[config.mk]
export PLATFORM = sky130hd
export DESIGN_NAME = issue_out
export DESIGN_NICKNAME = d
export VERILOG_FILES = /design/src/verilog/rename_pkg.sv /design/src/verilog/issue_out.sv
export VERILOG_INCLUDE_DIRS = /design/src /design/src/verilog
export SDC_FILE = /design/constraint.sdc
export NUM_CORES = 1
export LEC_CHECK = 0
export BUFFER_PORTS_ARGS = -buffer_cell sky130_fd_sc_hd__buf_2
export CORE_AREA = 2 2 143 145
export CTS_CLUSTER_DIAMETER = 80
export DETAILED_ROUTE_END_ITERATION = 10
export DIE_AREA = 0 0 145 147
export GPL_TIMING_DRIVEN = 0
export HOLD_SLACK_MARGIN = 0.1
export PLACE_DENSITY_LB_ADDON = 0.08
export SLEW_MARGIN = 15
export SYNTH_ARGS = -nofsm -noshare
export SYNTH_HDL_FRONTEND = slang
export SYNTH_SLANG_ARGS = --single-unit
[constraint.sdc]
create_clock -name clk -period 1.5 [get_ports clk]
set_clock_uncertainty 0.1 [all_clocks]
set_input_delay 0.375 -clock clk [delete_from_list [all_inputs] [get_ports clk]]
set_output_delay 0.375 -clock clk [all_outputs]
set_load 0.05 [all_outputs]
[src/verilog/rename_config.svh]
`ifndef RENAME_CONFIG_SVH
`define RENAME_CONFIG_SVH

// architectural register file
`define RN_ARF_DEPTH 32
`define RN_ARF_ID_W 5

// reorder buffer
`define RN_ROB_DEPTH 64
`define RN_ROB_ID_W 6

// register data
`define RN_DATA_W 32

// occupancy above this stops allocation
// two pairs may still be in flight behind the registered flag
`define RN_ROB_LIMIT 60

`endif
[src/verilog/rename_pkg.sv]
`default_nettype none

`include "rename_config.svh"

package rename_pkg;

    // one alias table entry, check bit over rob id
    typedef struct packed {
        logic                    check;
        logic [`RN_ROB_ID_W-1:0] rob_id;
    } alias_entry_t;

    // decoded slot from decode
    typedef struct packed {
        logic                    valid;
        logic [`RN_ARF_ID_W-1:0] src0;
        logic [`RN_ARF_ID_W-1:0] src1;
        logic [`RN_ARF_ID_W-1:0] dst;
    } dec_slot_t;

    // renamed slot toward the next stage
    typedef struct packed {
        logic                    valid;
        logic                    src0_ready;
        logic [`RN_ROB_ID_W-1:0] src0_rob;
        logic [`RN_DATA_W-1:0]   src0_data;
        logic                    src1_ready;
        logic [`RN_ROB_ID_W-1:0] src1_rob;
        logic [`RN_DATA_W-1:0]   src1_data;
        logic [`RN_ROB_ID_W-1:0] dst_rob;
        logic [`RN_ARF_ID_W-1:0] dst;
    } ren_slot_t;

    // one retiring instruction from commit
    typedef struct packed {
        logic                    w_valid;
        logic [`RN_ARF_ID_W-1:0] arf_id;
        logic [`RN_ROB_ID_W-1:0] rob_id;
        logic                    w_check;
        logic [`RN_DATA_W-1:0]   data;
    } retire_t;

    typedef enum logic [1:0] {
        EMPTY,
        FULL,
        STALLED
    } pipe_state_e;

endpackage

`default_nettype wire

[src/verilog/issue_out.sv]
`timescale 1ns/1ps
`default_nettype none

module issue_out (
    input  logic                        clk,
    input  logic                        arst_n_i,
    input  logic                        flush_i,
    input  rename_pkg::ren_slot_t [1:0] in_slot_i,
    input  logic                        ren_fire_i,
    output logic                        ready_o,
    output logic                        p_valid_o,
    output rename_pkg::ren_slot_t [1:0] p_slot_o,
    input  logic                        p_ready_i
);

    rename_pkg::pipe_state_e     state_q;
    rename_pkg::pipe_state_e     state_d;
    rename_pkg::ren_slot_t [1:0] pair_q;
    logic                        drain;

    assign p_valid_o = (state_q != rename_pkg::EMPTY);
    assign drain     = p_valid_o & p_ready_i;
    // empty, or the held pair leaves this cycle
    assign ready_o   = (state_q == rename_pkg::EMPTY) | p_ready_i;

    always_comb begin
        state_d = state_q;
        if (ren_fire_i) begin
            state_d = rename_pkg::FULL;
        end else if (drain) begin
            state_d = rename_pkg::EMPTY;
        end else if (p_valid_o) begin
            state_d = rename_pkg::STALLED;
        end
    end

    always_ff @(posedge clk or negedge arst_n_i) begin
        if (!arst_n_i) begin
            state_q <= rename_pkg::EMPTY;
        end else if (flush_i) begin
            state_q <= rename_pkg::EMPTY;
        end else begin
            state_q <= state_d;
        end
    end

    always_ff @(posedge clk) begin
        if (ren_fire_i) begin
            pair_q <= in_slot_i;
        end
    end

    assign p_slot_o = pair_q;

endmodule

`default_nettype wire

==> impl_results.md, run 1 <==
- Mapped Cells: 186
- Seq cells post-synth: 182
- CTS H-tree depth: 4
- Die Ht: 147 um
- DP Area: 7730 um^2
- Dpl hpwl: 10,700 um
- Stop stage: 4_1_cts
- Num CTS Buffers: 17
- RePlAce Congestion: 0.748
- Net Count, Synth: 371
- IO Count: 367
- YS warnings: 0
- Synth Cell Area: 5500 um^2
- Syn_area_per_cell: 29.6 um^2
- Run status: aborted with a tool error
- Hold_buf cts: 172
- Initial core utilization: 27.7%
- Row Count: 52
- Setup Buffers After CTS: 0
- Clk sinks: 182
- Post-synthesis sequential area ratio: 99.2%
- Max clock buf depth: 2
- CTS resizes: 140
- Port bufs: 366
- Log Error: [ERROR RSZ-0060] Max buffer count reached.
- Post-synth cell types: 6
- Root buf cell: clkbuf_16
- Pre-CTS setup slack: -0.372 ns
- Die width: 145 um
[cells by family after synthesis]
group,Yosys count,synth area share (%)
AND/OR/NAND/NOR,3,0.410
AO/OA/AOI/OAI,1,0.341
flip-flops,182,99.2
[cells in the mapped netlist]
cell | instances | area, um^2
o21bai_4 | 1 | 18.8
nor3_2 | 1 | 10.0
dfrtp_1 | 2 | 50.1
or2_1 | 1 | 6.26
nor2b_1 | 1 | 6.26
edfxtp_1 | 180 | 5410
[stage by stage]
stage                     setup TNS [ns]  utilization (%)  hold WS [ns]  std cells
after floorplan                        0                -       -0.0206        186
after global placement           -416.49             38.6        0.0601        822
after detailed placement          -26.02             39.0        0.0629        824
==> run 2, diff against run 1 <==
--- a/config.mk
+++ b/config.mk
@@ -7,13 +7,11 @@
 export NUM_CORES = 1
 export LEC_CHECK = 0
 export BUFFER_PORTS_ARGS = -buffer_cell sky130_fd_sc_hd__buf_2
-export CORE_AREA = 2 2 143 145
-export CTS_CLUSTER_DIAMETER = 80
+export CORE_AREA = 2 2 152 154
 export DETAILED_ROUTE_END_ITERATION = 10
-export DIE_AREA = 0 0 145 147
+export DIE_AREA = 0 0 154 156
 export GPL_TIMING_DRIVEN = 0
-export HOLD_SLACK_MARGIN = 0.1
-export PLACE_DENSITY_LB_ADDON = 0.08
+export PLACE_DENSITY_LB_ADDON = 0.15
 export SLEW_MARGIN = 15
 export SYNTH_ARGS = -nofsm -noshare
 export SYNTH_HDL_FRONTEND = slang
==> run 2 against run 1 <==
The flow now finishes, with violations (negative setup slack). Synthesized cell count unchanged. Synthesized area unchanged.
==> impl_results.md, run 2 <==
- Run status: finished, violations left
- Failing checks: negative setup slack
- Via-to-Cell Ratio: 3.86
- Core Area: 22,400 um^2
- Post-synth top cells: edfxtp_1, dfrtp_1
- Die ar.: 24,000 um^2
- All-layer global routing usage: 11.3%
- Register-to-Register Setup Slack: 0.54 ns
- Crit Path Max Fanout: 2
- IO Count: 367
- WL/cell: 16.0 um
- Most frequent cells in the layout: buf_2, edfxtp_1, buf_6
- Pre-CTS setup slack: -0.396 ns
- P&R area growth vs syn: 72.7%
- Final min period: 1.70 ns
- Synth Cell Area: 5500 um^2
- YS warnings: 0
- RSZ-0062 raised after global routing: true
- Max Cap Viol: 0
- CTS clk-pin slew, worst paths: 0.07 ns
- Worst Setup Slack, final: -0.197 ns
- GRT overflow: 0
- Drt drc: 0
- Crit path DAT: 1.22 ns
- HP Start: in_slot_i[88]
- CP Class: reg2out
- Fill count: 2,020
- Top cells by area, synth: edfxtp_1, dfrtp_1, o21bai_4, nor3_2, nor2b_1
- Post-synthesis sequential area ratio: 99.2%
- Post-synth cell types: 6
- Die Ht: 156 um
- Drt pass-1 iters: 4
- Aggregate negative setup slack: -0.332 ns
- Non-Filler Instances: 892
- Largest net degree at the start of global routing: 97
- Hold path endpoint: p_slot_o[88]
- CTS H-tree depth: 4
- First-pass GRT wire length: 20,200 um
- Critical R2R Launch: state_q[0]
- HP Class: in2reg
- Row Count: 55
- Worst reg-to-reg path cell count: 3
- Net Count, Synth: 371
- Die width: 154 um
- Syn_area_per_cell: 29.6 um^2
- CP Launch Type: register
- Cell count after placement: 838
- Worst-skew pair later-pin latency: 0.42 ns
- Least-Margin Pin Slew: 0.518 ns
- Final period util: 113%
- Max IR drop VDD: 0.000663 V
- CTS tree: built
- Worst path max stage delay: 0.41 ns
- FMAX: 589 MHz
- Num CTS Buffers: 17
- Initial antenna violation count: 2
- Hold WS: 0.0293 ns
- Port bufs: 366
- RePlAce Congestion: 0.686
- DRT iter0 DRCs: 154
- Synth async-reset ratio: 1.10%
- Vias in the first global route: 3,735
- Yosys top cell by area: edfxtp_1
- Slowest CP cell: dfrtp_1
- Via count: 3,445
- Ys flop type: edfxtp_1
- Max-slew violations: 0
- Cell Pwr Density: 1410 nW/um^2
- Worst hold path depth: 1
- Most frequent cell after synthesis: edfxtp_1
- Final setup viols: 2
- Commonest non-fill, non-tap cell in the layout: buf_2
- Reg2reg end: state_q[1]
- CP endpoint kind: output port
- Clk sinks: 182
- Initial core utilization: 24.6%
- Max-Slew Margin vs Limit: 65.4%
- Number of flops mapped to enable cells by yosys: 180
- Root buf cell: clkbuf_16
- Mapped Cells: 186
- Remaining antenna violation count: 0
- Top cell type's share of synthesized area: 98.3%
- Final number of hold-violating endpoints: 0
- Req. time, crit path: 1.02 ns
- Max reg flops: 180
- Layout cells sized above 1: 66.0%
- # nets final: 778
- Worst-path cell chain: or2_1 > buf_6
- Leakage: 0.00396 uW
- Total Wirelength: 14,300 um
- Max clock buf depth: 2
- Seq cells post-synth: 182
==> run 2: cell counts after synthesis <==
No cell type changed its count.
==> run 2: per-layer routing <==
metal | GRT usage (%) | up-vias | routed length (um)
met1 | 11.1 | 1641 | 4870
met5 | 0 | - | 0
met2 | 19.8 | 210 | 7590
met3 | 5.97 | 18 | 1580
li1 | - | 1576 | -
met4 | 4.76 | 0 | 257
==> run 2: where the power goes <==
group | total [uW] | switching (uW) | internal, uW
combinational | 2580 | 1720 | 864
sequential | 6210 | 169 | 6040
clock | 4570 | 1920 | 2650
total | 13400 | 3810 | 9550
==> run 2: cell type report <==
class	instances	area [um^2]	area share [%]
Tap cell	285	357	3.76
Timing Repair Buffer	388	3030	32.0
Antenna cell	2	5.00	0.0527
Multi-Input combinational cell	4	41.3	0.435
Clock buffer	18	429	4.52
Sequential cell	182	5460	57.5
Clock inverter	13	171	1.81
==> run 2: worst max-delay path by stage <==
| stage | from | end | slack, ns |
|---|---|---|---|
| after global placement | ren_fire_i | p_slot_o[87] | -2.23 |
| after floorplan | state_q[1] | p_valid_o | 0.23 |
| final | state_q[0] | p_valid_o | -0.20 |
| after global routing | state_q[0] | p_valid_o | -0.26 |
| after detailed placement | ren_fire_i | p_slot_o[167] | -0.40 |
| after CTS | state_q[1] | p_valid_o | -0.22 |
==> run 2: what timing repair did <==
| item | CTS | global route |
|---|---|---|
| buffers inserted | 1 | 0 |
| hold endpoints to repair | 9 | 12 |
| pin swaps | 1 | 1 |
| resized for setup | 161 | 214 |
| hold buffers | 8 | 12 |
| setup endpoints to repair | 121 | 209 |
==> run 2: critical path, delay by kind of cell (launching register included) <==
family | cells | cell delay, ns
flip-flops | 1 | 0.41
buffers and inverters | 1 | 0.15
AND/OR/NAND/NOR | 1 | 0.24
==> run 2: kinds of logic (layout without fill, tap and decap cells) <==
kind of cell / Yosys count / after routing / share of synthesized area (%)
compound gates: 1 / 1 / 0.341
flops: 182 / 182 / 99.2
simple gates: 3 / 3 / 0.410
other cells: 0 / 2 / 0
buf+inv: 0 / 419 / 0
==> run 2: through the flow <==
stage / area (um^2) / utilization, % / power [uW]
global placement: 7680 / 34.4 / 8390
floorplan: 5500 / - / 7670
detailed placement: 7720 / 34.5 / 8400
global route: 9490 / 42.4 / 13800
finish: 9490 / 42.4 / 13400
CTS: 8860 / 39.6 / 13300
Power figures use the tool's default switching activity.
