`config.mk`:
```
export PLATFORM = sky130hd
export DESIGN_NAME = rob_alloc
export DESIGN_NICKNAME = d
export VERILOG_FILES = /design/src/verilog/rob_alloc.sv
export VERILOG_INCLUDE_DIRS = /design/src /design/src/verilog
export SDC_FILE = /design/constraint.sdc
export NUM_CORES = 1
export LEC_CHECK = 0
export BUFFER_PORTS_ARGS = -buffer_cell sky130_fd_sc_hd__clkbuf_2
export CAP_MARGIN = 20
export CORE_AREA = 2 2 49 51
export DETAILED_ROUTE_END_ITERATION = 16
export DIE_AREA = 0 0 51 53
export HOLD_SLACK_MARGIN = 0.12
export PLACE_DENSITY = 0.77
export SLEW_MARGIN = 20
export SYNTH_ARGS = -nofsm -noshare
export SYNTH_HDL_FRONTEND = slang
export SYNTH_SLANG_ARGS = --single-unit
```
`constraint.sdc`:
```
create_clock -name clk -period 2.65 [get_ports clk]
set_input_delay 0.1325 -clock clk [delete_from_list [all_inputs] [get_ports clk]]
set_output_delay 0.1325 -clock clk [all_outputs]
set_load 0.03 [all_outputs]
```
`src/verilog/rename_config.svh`:
```
`ifndef RENAME_CONFIG_SVH
`define RENAME_CONFIG_SVH

// architectural register file
`define RN_ARF_DEPTH 32
`define RN_ARF_ID_W 5

// reorder buffer
`define RN_ROB_DEPTH 64
`define RN_ROB_ID_W 6

// register data
`define RN_DATA_W 32

// occupancy above this stops allocation
// two pairs may still be in flight behind the registered flag
`define RN_ROB_LIMIT 60

`endif
```
`src/verilog/rob_alloc.sv`:
```
`timescale 1ns/1ps
`default_nettype none

`include "rename_config.svh"

module rob_alloc (
    input  logic                    clk,
    input  logic                    arst_n_i,
    input  logic                    flush_i,
    input  logic [1:0]              alloc_i,
    input  logic [1:0]              free_i,
    output logic [`RN_ROB_ID_W-1:0] base_o,
    output logic                    space_o
);

    // one extra bit so a full buffer of 64 fits
    localparam int unsigned CNT_W = `RN_ROB_ID_W + 1;

    typedef logic [CNT_W-1:0] cnt_t;

    cnt_t                    cnt_q;
    cnt_t                    cnt_d;
    cnt_t                    n_alloc;
    cnt_t                    n_free;
    logic [`RN_ROB_ID_W-1:0] ptr_q;
    logic                    space_q;

    assign n_alloc = cnt_t'(alloc_i[0]) + cnt_t'(alloc_i[1]);
    assign n_free  = cnt_t'(free_i[0]) + cnt_t'(free_i[1]);
    assign cnt_d   = cnt_q + n_alloc - n_free;

    always_ff @(posedge clk or negedge arst_n_i) begin
        if (!arst_n_i) begin
            cnt_q   <= '0;
            ptr_q   <= '0;
            space_q <= 1'b1;
        end else if (flush_i) begin
            cnt_q   <= '0;
            ptr_q   <= '0;
            space_q <= 1'b1;
        end else begin
            cnt_q   <= cnt_d;
            // wraps modulo the buffer depth
            ptr_q   <= ptr_q + n_alloc[`RN_ROB_ID_W-1:0];
            space_q <= (cnt_q <= cnt_t'(`RN_ROB_LIMIT));
        end
    end

    assign base_o  = ptr_q;
    assign space_o = space_q;

endmodule

`default_nettype wire

```
After elaboration in Yosys (flattened, before gate mapping)
Cells that the tools add are included.
Cells by class
  order comparisons: 1
  eq/ne operators: 0
  add/subtract/negate cells: 5
  mux-type cells: 3
  $mul: 0
  bitwise logic cells: 0
  shifts and indexed selects: 0
  reduce and logical (&&, ||, !) cells: 0
  div/mod/pow operators: 0
Operators with widths (count)
  $add A7 B2 Y7: 1
  $le A7 B6 Y1 const B: 1
  $mux W7: 1
  $sub A7 B2 Y7: 1
  $add A6 B2 Y6: 1
  $mux W6: 1
  $add A1 B1 Y2: 2
  $mux W1: 1
Word-level totals
  bits in registers: 14
  output and inout port bits: 7
  RAM bits: 0
  input port bits: 7
  bits in read-only memories: 0
  latch bits: 0
  logic and storage cells: 12
  memories: 0

Logic depth before layout (Yosys ltp)
Gate-level depths: netlist of run 1.
  word-level depth: 4
  mapped depth: 11

Worst setup path before layout of run 1
Ideal clock, no wire load.
  path kind: register to register
  from: register cnt_q[0]
  to: register cnt_q[6]
  required time: 2.508 ns
  arrival time: 2.443 ns
  path buffers: 0
  slack: 0.065 ns
  clock period less this slack: 2.585 ns
  cell stages (with the launch flop): 11
  path through: dfrtp_1 fa_1 inv_1 fa_1 inv_1 ha_1 inv_1 fa_1 nor2b_1 o31a_2 o211ai_1
Between the ends
  cells in the longest elaborated chain, start to end: 3
Ends and longest elaborated chain
  from (decl): RTL line rob_alloc.sv:21  | cnt_t cnt_q;
  from (signal assigned): RTL line rob_alloc.sv:42  | cnt_q <= cnt_d;
  $add A7 B2 Y7: RTL line rob_alloc.sv:30  | assign cnt_d = cnt_q + n_alloc - n_free;
  $sub A7 B2 Y7: RTL line rob_alloc.sv:30
  $mux W7: RTL line rob_alloc.sv:37  | end else if (flush_i) begin
Every way passes these cells.

Worst setup path in the final report of run 1
  from: register cnt_q[0]
  to: register cnt_q[4]
Same word-level chain as after synthesis.

==> results of run 1 <==
## worst max-delay path, cell delays in order, from the launching register on
cell                       delay, ps
sky130_fd_sc_hd__dfrtp_1         400
sky130_fd_sc_hd__fa_1            520
sky130_fd_sc_hd__inv_2            40
sky130_fd_sc_hd__fa_1            510
sky130_fd_sc_hd__inv_2            60
sky130_fd_sc_hd__ha_4            150
sky130_fd_sc_hd__inv_2            50
sky130_fd_sc_hd__fa_2            220
sky130_fd_sc_hd__nor2b_4          50
sky130_fd_sc_hd__o31a_2          340
sky130_fd_sc_hd__a211oi_2        210
## layout make-up
cell class	count	area share, %
clock buffer	4	2.99
tap	28	2.89
timing repair buffer	16	7.42
inverter	18	5.57
multi-input combinational	70	52.2
sequential	14	29.0
## routing by layer
metal | up-vias | share of wire, % | track usage [%]
met5 | - | 0 | 0
met4 | 0 | 1.9 | 5.41
met2 | 18 | 51 | 33.5
met3 | 6 | 2.4 | 1.69
met1 | 363 | 44 | 20.4
li1 | 392 | - | -
## cells by family (layout without fill, tap and decap cells)
kind of cell    count (synthesis)  in the layout
buf+inv                        20             38
fa+ha+maj                      18             18
compound gates                 16             16
xor+xnor                        2              2
mux                             1              1
flops                          14             14
simple gates                   33             33
## repair_timing
| action | 4_1_cts | 5_1_grt |
|---|---|---|
| resized for setup | 2 | 10 |
| setup buffers | 0 | 1 |
| pin swaps | 0 | 6 |
| hold buffers | 1 | 0 |
| endpoints found under the setup margin | 2 | 4 |
| endpoints found under the hold margin | 14 | 0 |
## report_power, final
part           internal [mW]  switching (mW)  total (mW)
Clock                 0.0836          0.0708       0.154
Sequential             0.277          0.0608       0.338
Combinational          0.356           0.405       0.761
## cell usage in the layout, fill, tap and decap left out, types with 2 or more instances in the layout
master                     instances
sky130_fd_sc_hd__clkbuf_4          3
sky130_fd_sc_hd__dfrtp_1          13
sky130_fd_sc_hd__ha_1             13
sky130_fd_sc_hd__o211ai_1          2
sky130_fd_sc_hd__buf_4             2
sky130_fd_sc_hd__inv_1            15
sky130_fd_sc_hd__nor2b_1           5
sky130_fd_sc_hd__inv_2             3
sky130_fd_sc_hd__nor2_1            7
sky130_fd_sc_hd__nor3b_1           3
sky130_fd_sc_hd__nand3_1           2
sky130_fd_sc_hd__clkbuf_2         13
sky130_fd_sc_hd__a21oi_1           2
sky130_fd_sc_hd__or4b_1            2
sky130_fd_sc_hd__nor4b_1           2
sky130_fd_sc_hd__fa_1              3
sky130_fd_sc_hd__nor3_1            5
sky130_fd_sc_hd__nor4bb_1          2
sky130_fd_sc_hd__a211oi_2          2
## final timing paths
| kind | from | end | slack [ps] | depth (start not counted) |
|---|---|---|---|---|
| min | arst_n_i | base_o[2] | 290 | 2 |
| max in group asynchronous | arst_n_i | space_o | 2040 | 2 |
| min in group clk | flush_i | cnt_q[4] | 330 | 2 |
| min reg2reg | cnt_q[6] | space_o | 420 | 1 |
| max | cnt_q[0] | cnt_q[4] | 5 | 10 |
| max reg2reg | cnt_q[0] | cnt_q[4] | 5 | 10 |
## sequential cells by signal, indices dropped and copies added, names as in the netlist
signal	flops
space_o	1
base_o	6
cnt_q	7
## stage by stage
stage	hold WS [ps]	total power [mW]	worst slack [ps]	utilization (%)	setup TNS [ps]
floorplan	-163	0.835	65.2	-	0
global placement	49.8	0.961	20.5	52.3	0
detailed placement	55.9	0.997	-65.2	52.3	-122
CTS	291	1.16	22.4	54.7	0
global route	326	1.40	-101	56.5	-172
finish	294	1.25	5.17	56.5	0
==> flow_metrics.tcl, run 1 <==
set metrics [dict create \
    clkSinkCount 14 \
    syn_inst 104 \
    regArea_um2 352 \
    area_of_the_die_um2 2700 \
    report.final.slew_viol_count 0 \
    htree_num_levels 1 \
    slew-limit-headroom_pct 69.5 \
    max_freq_mhz 378 \
    number_of_detailed_routing_iterations_run_before_antenna_repair 4 \
    clock_root_buffer_master "sky130_fd_sc_hd__clkbuf_4" \
    synth.most_common_cell "sky130_fd_sc_hd__inv_1" \
    netlist_area_um2 1030 \
    final-hold-violation-count 0 \
    maximum_number_of_pins_on_one_net_before_global_route_repair 24 \
    period_share_pct 99.8 \
    clock-skew-final_ps 2.41 \
    multi_input_comb_area_um2 633 \
    synth-compound-area-share_pct 10.7 \
    num_vias 779 \
    post_synthesis_share_of_cell_area_spent_on_full_adders_half_adders_and_majority_gates_pct 24.9 \
    antenna_cells_inserted 0 \
    required_ps 2840 \
    io_pins 14 \
    end_kind "flip-flop" \
    clkSlewWorstSetupHoldPaths_ps 90 \
    crit_arrival_ps 2840 \
    core_region_area_um2 2150 \
    netlist_top_cells_count "18 x sky130_fd_sc_hd__inv_1, 14 x sky130_fd_sc_hd__ha_1, 13 x sky130_fd_sc_hd__dfrtp_1" \
    chipWidth_um 51 \
    syn-mean-instance-area_um2 9.87 \
    synth-main-ff-cell "sky130_fd_sc_hd__dfrtp_1" \
    min_period_ps 2640 \
    synth_cell_types 32 \
    cellLeakagePower_nw 0.590 \
    first_global_vias 781 \
    synth.mux.area_fraction_pct 1.10 \
    drive_gt1_share_pct 25.4 \
    synth_seq_cells 14 \
    post-synth-top-area-fraction_pct 31.7 \
    drt_wl_total_um 2080 \
    detail_route.wl_per_cell_um 13.9 \
    synth_top_cell_by_area "sky130_fd_sc_hd__dfrtp_1" \
    cts_inserted_buffers 3 \
    seq_area_frac_synth_pct 34.3 \
    ir_drop_uv 484 \
    finalSetupViolCount 0 \
    number_of_enable_flip_flop_cells_after_synthesis 0 \
    global_route_wire_length_before_repair_um 3470 \
    antenna_violating_nets_remaining 0 \
    placement.cell_area_um2 1120 \
    floorplan.die.height_um 53 \
    grt_usage_pct 17.5 \
    grt_setup_unrepaired "yes" \
    fp-row-count 17 \
    drt-vias-per-instance 5.19 \
    first_iter_violations 10 \
    overflow 0 \
    dp_hpwl_um 1500 \
    cap_violations 0 \
    design.final.nets 148 \
    starting_density_of_the_core_pct 47.8 \
    yosys.area_share.simple_pct 19.8 \
    synthXorXnorAreaFrac_pct 1.71 \
    critPathMaxFanout 4 \
    drc_errors 0 \
    postSynth.asyncResetShare_pct 100 \
    synth_warnings 0 \
    clock_latency_ps 280 \
    n_fill_cell 187 \
    combinational_family_with_the_most_area_after_synthesis "adder cells" \
    tritoncts_clock_tree "built" \
    placement.io_buffers 13 \
    timing.hold.worst.class "primary input to async pin" \
    globalplace.congestion 0.745 \
    syn-num-nets 129 \
    cp-start-kind "flip-flop" \
    cts_max_path_buffers 2 \
    status "completed" \
    timing_worst_setup_path_type "flip-flop to flip-flop" \
    power_density_nw_per_um2 1030 \
    placed_cells_incl_taps 144 \
    instances_no_fill 150 \
    layout-area-overhead-vs-synth_pct 18.3 \
    antenna_found_initial 0 \
    synth_area_leaders "sky130_fd_sc_hd__dfrtp_1 32%, sky130_fd_sc_hd__ha_1 17%, sky130_fd_sc_hd__fa_1 7.8%" \
    finalInstanceArea_um2 1210 \
    worstMarginPinSlew_ps 458 \
]
(Power assumes the default switching activity.)
==> run 2: changes to the inputs <==
CORE_AREA = 2 2 46 48   (was 2 2 49 51)
DIE_AREA = 0 0 48 50   (was 0 0 51 53)
PLACE_DENSITY = 0.83   (was 0.77)
clock period = 2.5 ns   (was 2.65 ns; I/O delays follow)
==> run 2 against run 1 <==
  * The flow now finishes with violations (setup timing)
  * Clock skew is 1.4 ps higher
  * Sequential power grew 6.2%
  * Clock-buffer cell count unchanged
  * Wire length is 2.7% higher
  * Final cell count grew 0.67%
  * Largest power group unchanged
==> flow_metrics.tcl, run 2 (synthesized netlist as in run 1, its figures left out) <==
set metrics [dict create \
    multi_input_comb_area_um2 641 \
    power_switching_share_pct 43.2 \
    global_route_wire_length_before_repair_um 3460 \
    detail_route.wl_per_cell_um 14.2 \
    highest_count_cells_in_the_layout_ignoring_fill_and_taps "16 x sky130_fd_sc_hd__inv_1, 13 x sky130_fd_sc_hd__ha_1, 13 x sky130_fd_sc_hd__dfrtp_1, 13 x sky130_fd_sc_hd__clkbuf_2, 7 x sky130_fd_sc_hd__nor2_1" \
    antenna_cells_inserted 0 \
    end_kind "flip-flop" \
    overflow 0 \
    clock-skew-final_ps 3.81 \
    power.combinational.fraction_pct 62.7 \
    io_pins 14 \
    regArea_um2 352 \
    timing.critical_path.buf_inv 3 \
    finalSetupViolCount 3 \
    area_of_the_die_um2 2400 \
    violations "setup timing" \
    placed_cells_incl_taps 143 \
    drc_errors 0 \
    cellLeakagePower_nw 0.605 \
    period_share_pct 104 \
    timing.critical_path.depth 10 \
    power.total_mw 1.41 \
    clkSinkCount 14 \
    number_of_detailed_routing_iterations_run_before_antenna_repair 4 \
    htree_num_levels 1 \
    power_density_nw_per_um2 1140 \
    worst_path_max_delay_cell "sky130_fd_sc_hd__fa_1" \
    layout_commonest_cell "sky130_fd_sc_hd__inv_1" \
    final.setup.worst_slack_ps -110 \
    clock_root_buffer_master "sky130_fd_sc_hd__clkbuf_4" \
    tritoncts_clock_tree "built" \
    drt-vias-per-instance 5.50 \
    worst_hold_slack_ps 261 \
    cpPeakStageDelay_ps 490 \
    clkSlewWorstSetupHoldPaths_ps 90 \
    report.final.slew_viol_count 0 \
    internal_power_uw 800 \
    largest_reg_flops 7 \
    clock_latency_ps 290 \
    worstMarginPinSlew_ps 454 \
    required_ps 2660 \
    layout-area-overhead-vs-synth_pct 20.7 \
    fp-row-count 16 \
    grt_setup_unrepaired "yes" \
    ir_drop_uv 657 \
    cts_inserted_buffers 3 \
    instances_no_fill 151 \
    core_region_area_um2 1900 \
    floorplan.die.height_um 50 \
    max_freq_mhz 383 \
    crit_chain "fa_1 -> inv_1 -> fa_1 -> inv_2 -> ha_4 -> inv_2 -> fa_2 -> nor2b_4 -> o31a_2 -> o211ai_1" \
    cap_violations 0 \
    cts_max_path_buffers 2 \
    num_vias 830 \
    globalplace.congestion 0.787 \
    r2r.worst_path.cells 10 \
    largest_reg_by_ff_count "cnt_q" \
    chipWidth_um 48 \
    status "finished, violations left" \
    pwr-share-clk_pct 11.8 \
    slew-limit-headroom_pct 69.7 \
    drt_wl_total_um 2140 \
    dp_hpwl_um 1520 \
    placement.io_buffers 13 \
    design.final.nets 150 \
    timing_worst_setup_path_type "flip-flop to flip-flop" \
    timing.hold.worst.class "primary input to async pin" \
    final-hold-violation-count 0 \
    critPathMaxFanout 4 \
    p_sw_uw 609 \
    crit_arrival_ps 2770 \
    grt_usage_pct 20.2 \
    worst_path_dominant_cell_family "adder cells" \
    first_global_vias 821 \
    cp-start-kind "flip-flop" \
    drive_gt1_share_pct 25.8 \
    min_period_ps 2610 \
    starting_density_of_the_core_pct 53.9 \
    antenna_violating_nets_remaining 0 \
    n_fill_cell 148 \
    antenna_found_initial 0 \
    power_share_of_the_sequential_group_pct 25.5 \
    first_iter_violations 17 \
    maximum_number_of_pins_on_one_net_before_global_route_repair 24 \
    setup_tns_ps -234 \
]
==> run 2: cell count changes in the layout (fill, tap and decap cells not counted) <==
cell and delta:
sky130_fd_sc_hd__a211oi_4 +1, sky130_fd_sc_hd__inv_1 +1, sky130_fd_sc_hd__o311ai_1 +1, sky130_fd_sc_hd__buf_6 +1
sky130_fd_sc_hd__buf_4 +1, sky130_fd_sc_hd__o311ai_0 -1, sky130_fd_sc_hd__inv_2 -1, sky130_fd_sc_hd__a211oi_2 -1
==> run 2: final cells by class <==
| type | instances | share of cell area [%] |
|---|---|---|
| Multi-Input combinational cell | 70 | 51.7 |
| Sequential cell | 14 | 28.4 |
| Timing Repair Buffer | 18 | 8.79 |
| Inverter | 18 | 5.45 |
| Clock buffer | 4 | 2.93 |
| Tap cell | 27 | 2.73 |
==> run 2: layer usage <==
layer	routed length, um	vias to the layer above	share of wire [%]	GRT usage [%]
li1	-	401	-	-
met1	855	397	40	22.6
met2	1120	25	52	36.2
met3	92	7	4.3	3.30
met4	68	0	3.2	7.21
met5	0	-	0	0
==> run 2: path summary, 6_finish.rpt <==
kind / from / to / slack, ps
setup reg to reg: cnt_q[0] / cnt_q[6] / -110
max in group asynchronous: arst_n_i / space_o / 1940
hold reg to reg: cnt_q[6] / space_o / 460
hold / removal: arst_n_i / base_o[3] / 260
min in group clk: flush_i / base_o[3] / 330
setup / recovery: cnt_q[0] / cnt_q[6] / -110
==> run 2: worst reg2reg max path, delay by kind of cell (launching register included) <==
family,cells,cell delay [ps]
buffers and inverters,3,170
AND/OR/NAND/NOR,1,170
AO/OA/AOI/OAI,2,280
flip-flops,1,400
adder cells (fa/ha/maj),4,1450
==> run 2: metrics by stage <==
| step | cell area, um2 | setup slack [ps] | util [%] |
|---|---|---|---|
| 3_5_place_dp | 1130 | -121 | 59.4 |
| 6_report | 1240 | -110 | 65.1 |
| 5_1_grt | 1240 | -194 | 65.1 |
| 2_1_floorplan | 1030 | 0.848 | - |
| 3_3_place_gp | 1130 | -33.1 | 59.4 |
| 4_1_cts | 1190 | -72.4 | 62.8 |
==> run 2: timing repair <==
action                                  4_1_cts  5_1_grt
pin swaps                                     5        4
gates resized for setup                       4        7
endpoints found under the hold margin        14        0
hold buffers                                  1        0
buffers inserted                              1        3
gates cloned                                  0        0
endpoints found under the setup margin        3        5
==> run 2: power by group through the flow <==
stage          Sequential, mW  Clock, mW  Combinational [mW]
6_report                0.359      0.166               0.884
5_1_grt                 0.368      0.183               0.976
4_1_cts                 0.355      0.169               0.761
3_5_place_dp            0.360          0               0.711
3_3_place_gp            0.354          0               0.677
2_1_floorplan           0.366          0               0.531
==> run 3: changes to the inputs <==
MAX_ROUTING_LAYER = met4   (was default)
==> run 3 against run 2 <==
  * The flow still finishes with violations (setup timing)
  * Critical path type unchanged
  * Final cell count is the same
  * Clock-buffer cell count is the same
  * Wire length grew 0.14%
  * First-iteration DRC count shrank 47%
  * Highest routed layer unchanged
  * Setup slack gained 2.8 ps
  * Largest cell class unchanged
  * Sequential power is essentially flat
==> flow_metrics.tcl, run 3 (synthesized netlist as in run 1, its figures left out) <==
set metrics [dict create \
    status "finished, violations left" \
    violations "setup timing" \
    final.setup.worst_slack_ps -107 \
    clkSinkCount 14 \
    highest_count_cells_in_the_layout_ignoring_fill_and_taps "16 x sky130_fd_sc_hd__inv_1, 13 x sky130_fd_sc_hd__ha_1, 13 x sky130_fd_sc_hd__dfrtp_1, 13 x sky130_fd_sc_hd__clkbuf_2, 7 x sky130_fd_sc_hd__nor2_1" \
    timing.hold.worst.class "primary input to async pin" \
    preCtsSetupSlack_ps -121 \
    drive_gt1_share_pct 25.8 \
    first_iter_violations 9 \
    clock-skew-final_ps 6.25 \
    required_ps 2660 \
    finalSetupViolCount 3 \
    htree_num_levels 1 \
    cap_violations 0 \
    design.final.nets 150 \
    clock_latency_ps 290 \
    number_of_detailed_routing_iterations_run_before_antenna_repair 4 \
    placement.cell_area_um2 1130 \
    finalInstanceArea_um2 1240 \
    global_route_wire_length_before_repair_um 3440 \
    tritoncts_clock_tree "built" \
    chipWidth_um 48 \
    io_pins 14 \
    end_kind "flip-flop" \
    power_density_nw_per_um2 1140 \
    dp_hpwl_um 1520 \
    slew-limit-headroom_pct 70.1 \
    grt_setup_unrepaired "yes" \
    drt-vias-per-instance 5.45 \
    antenna_cells_inserted 0 \
    setup_tns_ps -232 \
    final-hold-violation-count 0 \
    clkSlewWorstSetupHoldPaths_ps 90 \
    timing_worst_setup_path_type "flip-flop to flip-flop" \
    cellLeakagePower_nw 0.605 \
    largest_reg_by_ff_count "cnt_q" \
    starting_density_of_the_core_pct 53.9 \
    cts_max_path_buffers 2 \
    regArea_um2 352 \
    period_share_pct 104 \
    layout-area-overhead-vs-synth_pct 20.7 \
    floorplan.die.height_um 50 \
    critPathMaxFanout 4 \
    placement.io_buffers 13 \
    n_fill_cell 148 \
    antenna_found_initial 0 \
    largest_reg_flops 7 \
    max_freq_mhz 384 \
    ir_drop_uv 656 \
    drt_wl_total_um 2140 \
    report.final.slew_viol_count 0 \
    num_vias 823 \
    antenna_violating_nets_remaining 0 \
    min_period_ps 2610 \
    cp-start-kind "flip-flop" \
    placed_cells_incl_taps 143 \
    first_global_vias 817 \
    drc_errors 0 \
    crit_arrival_ps 2770 \
    globalplace.congestion 0.798 \
    fp-row-count 16 \
    cts_inserted_buffers 3 \
    multi_input_comb_area_um2 641 \
    layout_commonest_cell "sky130_fd_sc_hd__inv_1" \
    overflow 0 \
    detail_route.wl_per_cell_um 14.2 \
    grt_usage_pct 20.5 \
    maximum_number_of_pins_on_one_net_before_global_route_repair 24 \
    clock_root_buffer_master "sky130_fd_sc_hd__clkbuf_4" \
    area_of_the_die_um2 2400 \
    instances_no_fill 151 \
    utilization_pct 65.1 \
    worstMarginPinSlew_ps 448 \
    core_region_area_um2 1900 \
]
==> run 3: cell counts in the layout (fill, tap and decap cells not counted) <==
Identical to the previous run, type by type.
==> run 3: worst max-delay path, stage by stage (launching register included) <==
cell	delay, ps
sky130_fd_sc_hd__dfrtp_1	400
sky130_fd_sc_hd__fa_1	490
sky130_fd_sc_hd__inv_1	50
sky130_fd_sc_hd__fa_1	440
sky130_fd_sc_hd__inv_2	80
sky130_fd_sc_hd__ha_4	140
sky130_fd_sc_hd__inv_2	40
sky130_fd_sc_hd__fa_2	380
sky130_fd_sc_hd__nor2b_4	170
sky130_fd_sc_hd__o31a_2	190
sky130_fd_sc_hd__o211ai_1	90
==> run 3: per-stage QoR <==
step	hold WS (ps)	power, mW
after global placement	40.3	1.03
final	256	1.41
after floorplan	-171	0.897
after CTS	266	1.28
after detailed placement	46.5	1.07
after global routing	307	1.52
==> run 3: area by class of cell <==
| class | instances | share of cell area, % |
|---|---|---|
| Clock buffer | 4 | 2.93 |
| Sequential cell | 14 | 28.4 |
| Tap cell | 27 | 2.73 |
| Multi-Input combinational cell | 70 | 51.7 |
| Timing Repair Buffer | 18 | 8.79 |
| Inverter | 18 | 5.45 |
==> run 3: path summary, 6_finish.rpt <==
check,startpoint,end,slack [ps],depth (start not counted)
min in group clk,flush_i,base_o[3],320,2
max reg2reg,cnt_q[0],cnt_q[6],-110,10
min,arst_n_i,base_o[3],260,2
min reg2reg,cnt_q[6],space_o,460,1
max in group asynchronous,arst_n_i,space_o,1940,2
max,cnt_q[0],cnt_q[6],-110,10
==> run 3: metal layers <==
| layer | wire [um] | vias to the layer above | share of wire (%) | global-route usage (%) |
|---|---|---|---|---|
| met5 | 0 | - | 0 | - |
| met4 | 66 | 0 | 3.1 | 7.21 |
| li1 | - | 399 | - | - |
| met3 | 73 | 7 | 3.4 | 2.20 |
| met1 | 892 | 397 | 42 | 22.6 |
| met2 | 1110 | 20 | 52 | 36.2 |
==> run 3: what timing repair did <==
action | 4_1_cts | 5_1_grt
setup buffers | 1 | 3
hold endpoints to repair | 14 | 0
pin swaps | 5 | 4
resized for setup | 4 | 7
setup endpoints to repair | 3 | 5
hold buffers | 1 | 0
==> run 3: where the power goes <==
group	internal [mW]	switching (mW)
combinational	0.416	0.468
clock	0.0888	0.0791
sequential	0.294	0.0652
total	0.799	0.612
